--- config.mk ---
export PLATFORM = sky130hd
export DESIGN_NAME = spi_memory
export DESIGN_NICKNAME = d
export VERILOG_FILES = /design/src/hw/spi_mem_pkg.sv /design/src/hw/spi_data_memory.sv /design/src/hw/spi_fsm.sv /design/src/hw/spi_input_sync.sv /design/src/hw/spi_memory.sv /design/src/hw/spi_shift_register.sv
export SDC_FILE = /design/constraint.sdc
export NUM_CORES = 2
export LEC_CHECK = 0
export ABC_CLOCK_PERIOD_IN_PS = 5000
export BUFFER_PORTS_ARGS = -buffer_cell sky130_fd_sc_hd__clkbuf_2
export CAP_MARGIN = 20
export CORE_MARGIN = 8
export CORE_UTILIZATION = 43
export DETAILED_ROUTE_END_ITERATION = 8
export GPL_ROUTABILITY_DRIVEN = 0
export MAX_ROUTING_LAYER = met4
export PLACE_DENSITY = 0.57
export SLEW_MARGIN = 20
export SYNTH_ARGS = -nofsm -noshare
export SYNTH_HDL_FRONTEND = slang
export SYNTH_SLANG_ARGS = --single-unit
--- constraint.sdc ---
create_clock -name clk -period 5 [get_ports clk]
set_clock_uncertainty 0.2 [all_clocks]
set_input_delay 0.5 -clock clk [delete_from_list [all_inputs] [get_ports clk]]
set_output_delay 0.5 -clock clk [all_outputs]
set_load 0.1 [all_outputs]
--- src/hw/spi_mem_pkg.sv ---
`default_nettype none

package spi_mem_pkg;

    // command byte layout and memory size
    localparam int spi_addr_width = 7;
    localparam int spi_data_width = 8;
    localparam int spi_mem_depth  = 2 ** spi_addr_width;

    // the shift register treats the byte as raw bits
    // the fsm and the memory split it into address and rw flag
    typedef union packed {
        logic [spi_data_width-1:0] raw;
        struct packed {
            logic [spi_addr_width-1:0] addr;
            // 1 selects a read
            logic                      rw;
        } f;
    } spi_cmd_u;

    // transaction states
    typedef enum logic [2:0] {
        idle       = 3'd0,
        addr_load  = 3'd1,
        branch     = 3'd2,
        write_data = 3'd3,
        store      = 3'd4,
        read_load  = 3'd5,
        read_shift = 3'd6,
        done       = 3'd7
    } spi_state_e;

endpackage

`default_nettype wire

--- src/hw/spi_data_memory.sv ---
`timescale 1ns/1ps
`default_nettype none

module spi_data_memory
    import spi_mem_pkg::*;
(
    input  logic                      clk,
    input  logic                      rst_n,
    input  logic                      addr_we,
    input  spi_cmd_u                  cmd,
    input  logic                      dm_we,
    input  logic [spi_data_width-1:0] wdata,
    output logic [spi_data_width-1:0] rdata
);

    logic [spi_addr_width-1:0] addr_q;
    logic [spi_data_width-1:0] mem [spi_mem_depth];

    // address latch and storage clear on reset so unwritten bytes read as zero
    always_ff @(posedge clk or negedge rst_n) begin
        if (!rst_n) begin
            addr_q <= '0;
            for (int i = 0; i < spi_mem_depth; i++) begin
                mem[i] <= '0;
            end
        end else begin
            if (addr_we) begin
                addr_q <= cmd.f.addr;
            end
            if (dm_we) begin
                mem[addr_q] <= wdata;
            end
        end
    end

    // read port follows the latched address with one clock of latency
    always_ff @(posedge clk) begin
        rdata <= mem[addr_q];
    end

    // a write never lands in the cycle of the address latch or the one after
    addr_before_write: assert property (
        @(posedge clk) disable iff (!rst_n)
        addr_we |-> !dm_we ##1 !dm_we
    ) else $error("memory write too close to address latch");

endmodule

`default_nettype wire

--- src/hw/spi_fsm.sv ---
`timescale 1ns/1ps
`default_nettype none

module spi_fsm
    import spi_mem_pkg::*;
(
    input  logic     clk,
    input  logic     rst_n,
    input  logic     cs_active,
    input  logic     sclk_rise,
    input  logic     sclk_fall,
    input  spi_cmd_u cmd,
    output logic     addr_we,
    output logic     dm_we,
    output logic     sr_load,
    output logic     sr_shift,
    output logic     out_advance,
    output logic     miso_oe
);

    localparam logic [3:0] byte_bits = 4'(spi_data_width);
    localparam logic [3:0] last_bit  = byte_bits - 4'd1;

    spi_state_e state;
    logic [3:0] bit_cnt;

    always_ff @(posedge clk or negedge rst_n) begin
        if (!rst_n) begin
            state   <= idle;
            bit_cnt <= '0;
        end else if (!cs_active) begin
            // deselect aborts whatever is in flight
            state   <= idle;
            bit_cnt <= '0;
        end else begin
            case (state)
                idle: begin
                    state   <= addr_load;
                    bit_cnt <= '0;
                end
                addr_load: begin
                    if (sclk_rise) begin
                        if (bit_cnt == last_bit) begin
                            state   <= branch;
                            bit_cnt <= '0;
                        end else begin
                            bit_cnt <= bit_cnt + 4'd1;
                        end
                    end
                end
                branch: begin
                    state <= cmd.f.rw ? read_load : write_data;
                end
                write_data: begin
                    if (sclk_rise) begin
                        if (bit_cnt == last_bit) begin
                            state   <= store;
                            bit_cnt <= '0;
                        end else begin
                            bit_cnt <= bit_cnt + 4'd1;
                        end
                    end
                end
                store: begin
                    state <= done;
                end
                read_load: begin
                    // first cycle waits for the registered read data
                    if (bit_cnt == 4'd0) begin
                        bit_cnt <= 4'd1;
                    end else begin
                        state   <= read_shift;
                        bit_cnt <= '0;
                    end
                end
                read_shift: begin
                    // counts data rises; the last address fall arrives with bit_cnt at 0
                    if (sclk_rise) begin
                        bit_cnt <= bit_cnt + 4'd1;
                    end else if (sclk_fall && bit_cnt == byte_bits) begin
                        state <= done;
                    end
                end
                done: begin
                    state <= done;
                end
                default: begin
                    state <= idle;
                end
            endcase
        end
    end

    // enable table per state
    always_comb begin
        addr_we     = 1'b0;
        dm_we       = 1'b0;
        sr_load     = 1'b0;
        out_advance = 1'b0;
        miso_oe     = 1'b0;
        case (state)
            branch:     addr_we = 1'b1;
            store:      dm_we = 1'b1;
            read_load:  sr_load = (bit_cnt != 4'd0);
            read_shift: begin
                miso_oe     = 1'b1;
                out_advance = sclk_fall && (bit_cnt != 4'd0);
            end
            default: ;
        endcase
    end

    // shift register samples mosi on every selected rising edge
    assign sr_shift = cs_active & sclk_rise;

    // store is a one clock pulse and never overlaps the miso driver
    store_vs_drive: assert property (
        @(posedge clk) disable iff (!rst_n)
        dm_we |-> !miso_oe ##1 !dm_we
    ) else $error("dm_we overlaps miso_oe or lasts more than one clock");

endmodule

`default_nettype wire

--- src/hw/spi_input_sync.sv ---
`timescale 1ns/1ps
`default_nettype none

module spi_input_sync #(
    parameter int SYNC_STAGES = 2
) (
    input  logic clk,
    input  logic rst_n,
    input  logic sclk,
    input  logic cs_n,
    input  logic mosi,
    output logic cs_active,
    output logic mosi_s,
    output logic sclk_rise,
    output logic sclk_fall
);

    // each stage holds sclk, cs_n and mosi from msb down
    // idle bus has sclk low and cs_n high
    localparam logic [2:0] pin_idle = 3'b010;

    logic [2:0] pin_ff [SYNC_STAGES];
    logic       sclk_s;
    logic       sclk_prev;

    // one chain carries all three pins
    always_ff @(posedge clk or negedge rst_n) begin
        if (!rst_n) begin
            for (int i = 0; i < SYNC_STAGES; i++) begin
                pin_ff[i] <= pin_idle;
            end
        end else begin
            pin_ff[0] <= {sclk, cs_n, mosi};
            for (int i = 1; i < SYNC_STAGES; i++) begin
                pin_ff[i] <= pin_ff[i-1];
            end
        end
    end

    assign sclk_s    = pin_ff[SYNC_STAGES-1][2];
    assign cs_active = ~pin_ff[SYNC_STAGES-1][1];
    assign mosi_s    = pin_ff[SYNC_STAGES-1][0];

    // strobes are registered so they land
    // SYNC_STAGES + 1 clocks after the pin edge
    always_ff @(posedge clk or negedge rst_n) begin
        if (!rst_n) begin
            sclk_prev <= 1'b0;
            sclk_rise <= 1'b0;
            sclk_fall <= 1'b0;
        end else begin
            sclk_prev <= sclk_s;
            sclk_rise <= sclk_s & ~sclk_prev;
            sclk_fall <= ~sclk_s & sclk_prev;
        end
    end

    // strobes never overlap and each lasts a single clock
    strobe_single_cycle: assert property (
        @(posedge clk) disable iff (!rst_n)
        (sclk_rise || sclk_fall) |-> !(sclk_rise && sclk_fall) ##1 !(sclk_rise || sclk_fall)
    ) else $error("sclk strobes overlap or last longer than one clock");

endmodule

`default_nettype wire

--- src/hw/spi_memory.sv ---
`timescale 1ns/1ps
`default_nettype none

module spi_memory
    import spi_mem_pkg::*;
#(
    parameter int SYNC_STAGES = 2
) (
    input  logic clk,
    input  logic rst_n,
    input  logic sclk,
    input  logic cs_n,
    input  logic mosi,
    output logic miso,
    output logic miso_oe
);

    logic cs_active;
    logic mosi_s;
    logic sclk_rise;
    logic sclk_fall;

    logic addr_we;
    logic dm_we;
    logic sr_load;
    logic sr_shift;
    logic out_advance;

    // byte assembled from mosi and byte read from storage
    spi_cmd_u                  sr_byte;
    logic [spi_data_width-1:0] rd_byte;

    spi_input_sync #(
        .SYNC_STAGES (SYNC_STAGES)
    ) u_sync (
        .clk       (clk),
        .rst_n     (rst_n),
        .sclk      (sclk),
        .cs_n      (cs_n),
        .mosi      (mosi),
        .cs_active (cs_active),
        .mosi_s    (mosi_s),
        .sclk_rise (sclk_rise),
        .sclk_fall (sclk_fall)
    );

    spi_fsm u_fsm (
        .clk         (clk),
        .rst_n       (rst_n),
        .cs_active   (cs_active),
        .sclk_rise   (sclk_rise),
        .sclk_fall   (sclk_fall),
        .cmd         (sr_byte),
        .addr_we     (addr_we),
        .dm_we       (dm_we),
        .sr_load     (sr_load),
        .sr_shift    (sr_shift),
        .out_advance (out_advance),
        .miso_oe     (miso_oe)
    );

    spi_shift_register u_shift (
        .clk          (clk),
        .rst_n        (rst_n),
        .shift_en     (sr_shift),
        .out_advance  (out_advance),
        .load_en      (sr_load),
        .serial_in    (mosi_s),
        .load_data    (spi_cmd_u'(rd_byte)),
        .parallel_out (sr_byte),
        .serial_out   (miso)
    );

    // the same byte carries the command in the address phase and the data later
    spi_data_memory u_mem (
        .clk     (clk),
        .rst_n   (rst_n),
        .addr_we (addr_we),
        .cmd     (sr_byte),
        .dm_we   (dm_we),
        .wdata   (sr_byte.raw),
        .rdata   (rd_byte)
    );

endmodule

`default_nettype wire

--- src/hw/spi_shift_register.sv ---
`timescale 1ns/1ps
`default_nettype none

module spi_shift_register
    import spi_mem_pkg::*;
(
    input  logic     clk,
    input  logic     rst_n,
    input  logic     shift_en,
    input  logic     out_advance,
    input  logic     load_en,
    input  logic     serial_in,
    input  spi_cmd_u load_data,
    output spi_cmd_u parallel_out,
    output logic     serial_out
);

    spi_cmd_u shift_q;
    // bit currently presented on miso
    logic     miso_bit;

    always_ff @(posedge clk or negedge rst_n) begin
        if (!rst_n) begin
            shift_q  <= '0;
            miso_bit <= 1'b0;
        end else if (load_en) begin
            // msb goes straight out so it is ready before the first data rise
            shift_q  <= load_data;
            miso_bit <= load_data.raw[spi_data_width-1];
        end else begin
            // sample on rising sclk with the msb arriving first
            if (shift_en) begin
                shift_q.raw <= {shift_q.raw[spi_data_width-2:0], serial_in};
            end
            // next bit moves to miso on falling sclk
            if (out_advance) begin
                miso_bit <= shift_q.raw[spi_data_width-1];
            end
        end
    end

    assign parallel_out = shift_q;
    assign serial_out   = miso_bit;

    // fsm must never load while a rising strobe is shifting
    load_vs_shift: assert property (
        @(posedge clk) disable iff (!rst_n)
        !(load_en && shift_en)
    ) else $error("shift register load and shift in the same cycle");

endmodule

`default_nettype wire

==> flow_summary.yaml <==
cts:
  clock_sinks: 1064
  hold_buffers: 4
  numCtsBuffers: 115
  clkSlewWorstSetupHoldPaths_ns: 0.06
  post_cts.repair.setup_buffers: 0
  cts_resized: 0
  clock_tree.buffer_depth: 3
  clk_latency_ns: 0.72
  clk_root_buffer_cell: "sky130_fd_sc_hd__clkbuf_16"
  cts.htree.levels: 3
  tritoncts: "done"
worst_setup_path:
  r2r.worst_path.cells: 8
  ff2ff_setup_slack_ns: 0.45
  cp_startpoint_kind: "flip-flop"
  crit-reg2reg-launch: "u_mem.addr_q[2]"
  path_delay_family: "simple AND/OR/NAND/NOR gates"
  type_of_element_capturing_the_critical_path: "flip-flop"
  worstPathCellList: "nand2b_1 > buf_4 > a21oi_1 > a21oi_1 > o21ai_0 > o21ai_0 > nor3_1 > nand3_1"
  critical_path.reg2reg.endpoint: "u_mem.rdata[5]"
  worstPathArrival_ns: 4.89
  worstPathBufferInverterCount: 1
  worstPathMaxFanout: 35
  timing.setup.critical_path_class: "flip-flop to flip-flop"
  crit_path_max_incr_delay_ns: 0.83
  slowest_stage: "sky130_fd_sc_hd__dfrtp_4"
  timing.critical_path.required_ns: 5.34
die:
  floorplan.core_area_sq_mm: 0.112
  die_outline_area_sq_mm: 0.123
  initial_util_pct: 43.2
  die-width_um: 351
  chipHeight_um: 351
  core.rowCount: 123
  design.portCount: 7
sta:
  finalSetupViolCount: 0
  final-max-slew-violation-count: 0
  totalNegativeSetupSlack_ns: 0
  period_share_pct: 90.9
  worst_slew_pin_slew_ns: 1.15
  post-route-min-period_ns: 4.55
  grt_setup_unrepaired: "false"
  hold-worst-slack_ns: 0.151
  achievable-frequency_mhz: 220
  timing_hold_violations_final: 0
  slew_headroom_pct: 23.3
  setup_ws_ns: 0.453
detailed_routing:
  route.final.wire_length_mm: 155
  met3WireLength_mm: 9.40
  routed_wire_length_per_instance_um: 28.9
  detail_route.iter0.violations: 3257
  detail_route.first_pass.iterations: 5
  highest_layer: "met4"
  route.met2.wl_mm: 70.9
  detail-route-antenna-nets: 0
  drc: 0
  vias_post_dr: 33200
  met1Wirelength_mm: 69.4
  detail_routed_via_count_per_cell: 6.17
grt:
  total_grt_overflow: 0
  global_route.usage.total_pct: 25.9
  first_global_vias: 33500
  grt_start_max_net_pins: 152
  grt_antenna_before_repair: 1
  grt_first_pass_wirelength_mm: 235
yosys:
  ys_seq_elements: 1064
  syn-instance-count: 3862
  async_flop_share_pct: 99.2
  synth.top_cell.area_share_pct: 54.5
  synthDominantAreaCellType: "sky130_fd_sc_hd__dfrtp_1"
  yosys_most_used_dff: "sky130_fd_sc_hd__dfrtp_1"
  number_of_enable_flip_flop_cells_after_synthesis: 0
  synth_area_leaders: "sky130_fd_sc_hd__dfrtp_1 (55%), sky130_fd_sc_hd__mux2_2 (15%), sky130_fd_sc_hd__mux2_1 (6.5%)"
  synth.cell_area_sq_mm: 0.0484
  syn-mean-instance-area_sq_um: 12.5
  synth_cell_type_count: 72
  number_of_synthesis_warnings: 0
  syn_nets: 3869
  part_of_the_yosys_area_used_for_sequential_elements_pct: 55.0
flow_run:
  drv.max_cap_violation_count: 0
place:
  placement.setup.worst_slack_ns: 0.630
  numPlacedInstances: 5156
  dp.final_hpwl_mm: 96.2
  post_dp_cell_area_sq_mm: 0.0500
  io_buffers: 6
power_and_ir_drop:
  power_leakage_nw: 25.6
  power_frac_clock_pct: 36.4
  intPower_mw: 15.0
  power.density_cell_area_mw_per_mm2: 436
  p_sw_mw: 8.48
  power.share.combinational_pct: 23.3
  power_frac_seq_pct: 40.3
  finalPower_mw: 23.4
  max_ir_drop_vdd_uv: 306
  power.share.switching_pct: 36.2
finish:
  layout-drive-gt1-share_pct: 28.2
  antenna_diode_count: 0
  fin_area_sq_mm: 0.0538
  flow.area_growth_from_synthesis_pct: 11.2
  fillerInstances: 10200
  layout_common_cells: "sky130_fd_sc_hd__dfrtp_1 (1043), sky130_fd_sc_hd__mux2_2 (659), sky130_fd_sc_hd__nand2_1 (323)"
  post_layout_nonfiller_instances: 5375
  layout.cells.most_common: "sky130_fd_sc_hd__dfrtp_1"
  fin_nets: 3784
  finalCoreUtilization_pct: 48.0
status:
  status: "finished, final reports clean"
worst_hold_path:
  hold_class: "input pin to async pin"
[power by group through the flow]
stage | Combinational [mW] | Clock, mW | Sequential [mW]
final | 5.45 | 8.53 | 9.45
after global routing | 5.70 | 9.02 | 9.47
after CTS | 5.40 | 8.66 | 9.44
after detailed placement | 5.39 | 0 | 9.60
after global placement | 5.36 | 0 | 9.59
after floorplan | 3.29 | 0 | 8.88
[synthesized netlist by cell type (4+ instances only)]
master                      number
sky130_fd_sc_hd__dfrtp_1      1054
sky130_fd_sc_hd__mux2_2        659
sky130_fd_sc_hd__nand2_1       323
sky130_fd_sc_hd__mux2_1        280
sky130_fd_sc_hd__o21ai_0       253
sky130_fd_sc_hd__a221oi_1      224
sky130_fd_sc_hd__clkbuf_1      183
sky130_fd_sc_hd__nor2_1        123
sky130_fd_sc_hd__a21oi_1       122
sky130_fd_sc_hd__a22oi_1        90
sky130_fd_sc_hd__buf_2          88
sky130_fd_sc_hd__nand2_2        62
sky130_fd_sc_hd__mux2i_1        45
sky130_fd_sc_hd__mux4_2         34
sky130_fd_sc_hd__nor2b_1        30
sky130_fd_sc_hd__a22o_1         26
sky130_fd_sc_hd__buf_1          22
sky130_fd_sc_hd__o22ai_1        22
sky130_fd_sc_hd__a211oi_1       18
sky130_fd_sc_hd__a221o_1        16
sky130_fd_sc_hd__buf_4          14
sky130_fd_sc_hd__nand3_1        13
sky130_fd_sc_hd__nor3_1         13
sky130_fd_sc_hd__inv_1          10
sky130_fd_sc_hd__a31oi_1         9
sky130_fd_sc_hd__nand4_1         9
sky130_fd_sc_hd__dfxtp_1         8
sky130_fd_sc_hd__nor2_2          7
sky130_fd_sc_hd__and2_1          6
sky130_fd_sc_hd__buf_6           6
sky130_fd_sc_hd__nand2b_1        6
sky130_fd_sc_hd__o32ai_1         6
sky130_fd_sc_hd__nand2_4         5
sky130_fd_sc_hd__a21boi_0        4
sky130_fd_sc_hd__a21o_1          4
sky130_fd_sc_hd__a32oi_1         4
sky130_fd_sc_hd__o2111ai_1       4
sky130_fd_sc_hd__o211ai_1        4
[state kept, by name (all words and copies together), names as in the netlist, 3 cells and up]
signal                flops
u_fsm.bit_cnt             4
u_fsm.state               3
u_mem.addr_q              7
u_mem.mem              1024
u_mem.rdata               8
u_shift.parallel_out      8
u_sync.pin_ff             5
[worst max-delay path by stage]
stage,start,endpoint,slack [ns],depth (start not counted)
floorplan,u_fsm.state[0],u_fsm.bit_cnt[3],2.66,8
global placement,u_mem.addr_q[0],u_mem.rdata[4],0.38,8
detailed placement,u_mem.addr_q[2],u_mem.rdata[5],0.63,8
CTS,u_mem.addr_q[2],u_mem.rdata[5],0.55,8
global route,u_mem.addr_q[2],u_mem.rdata[5],0.53,8
finish,u_mem.addr_q[2],u_mem.rdata[5],0.45,8
[layer usage]
| metal | vias to the layer above | track usage (%) |
|---|---|---|
| met5 | - | - |
| met4 | 0 | 8.63 |
| met3 | 269 | 3.82 |
| met2 | 1134 | 39.1 |
| met1 | 17600 | 35.9 |
| li1 | 14100 | - |
[final cells by class]
cell class	count	area [sq um]	share of cell area [%]
Multi-Input combinational cell	2472	20400	38.0
Tap cell	1500	1880	3.49
Inverter	13	53.8	0.100
Clock inverter	28	277	0.514
Timing Repair Buffer	111	1040	1.94
Sequential cell	1064	26600	49.5
Clock buffer	187	3480	6.47
[cells by family after synthesis]
logic type | after synthesis | synth area share [%]
AOI/OAI and AO/OA | 830 | 11.7
adders and majority gates | 2 | 0.0517
buffers and inverters | 326 | 2.96
DFF | 1064 | 55.0
muxes | 1018 | 24.4
and+or+nand+nor | 622 | 5.94
Power figures use the tool's default switching activity.
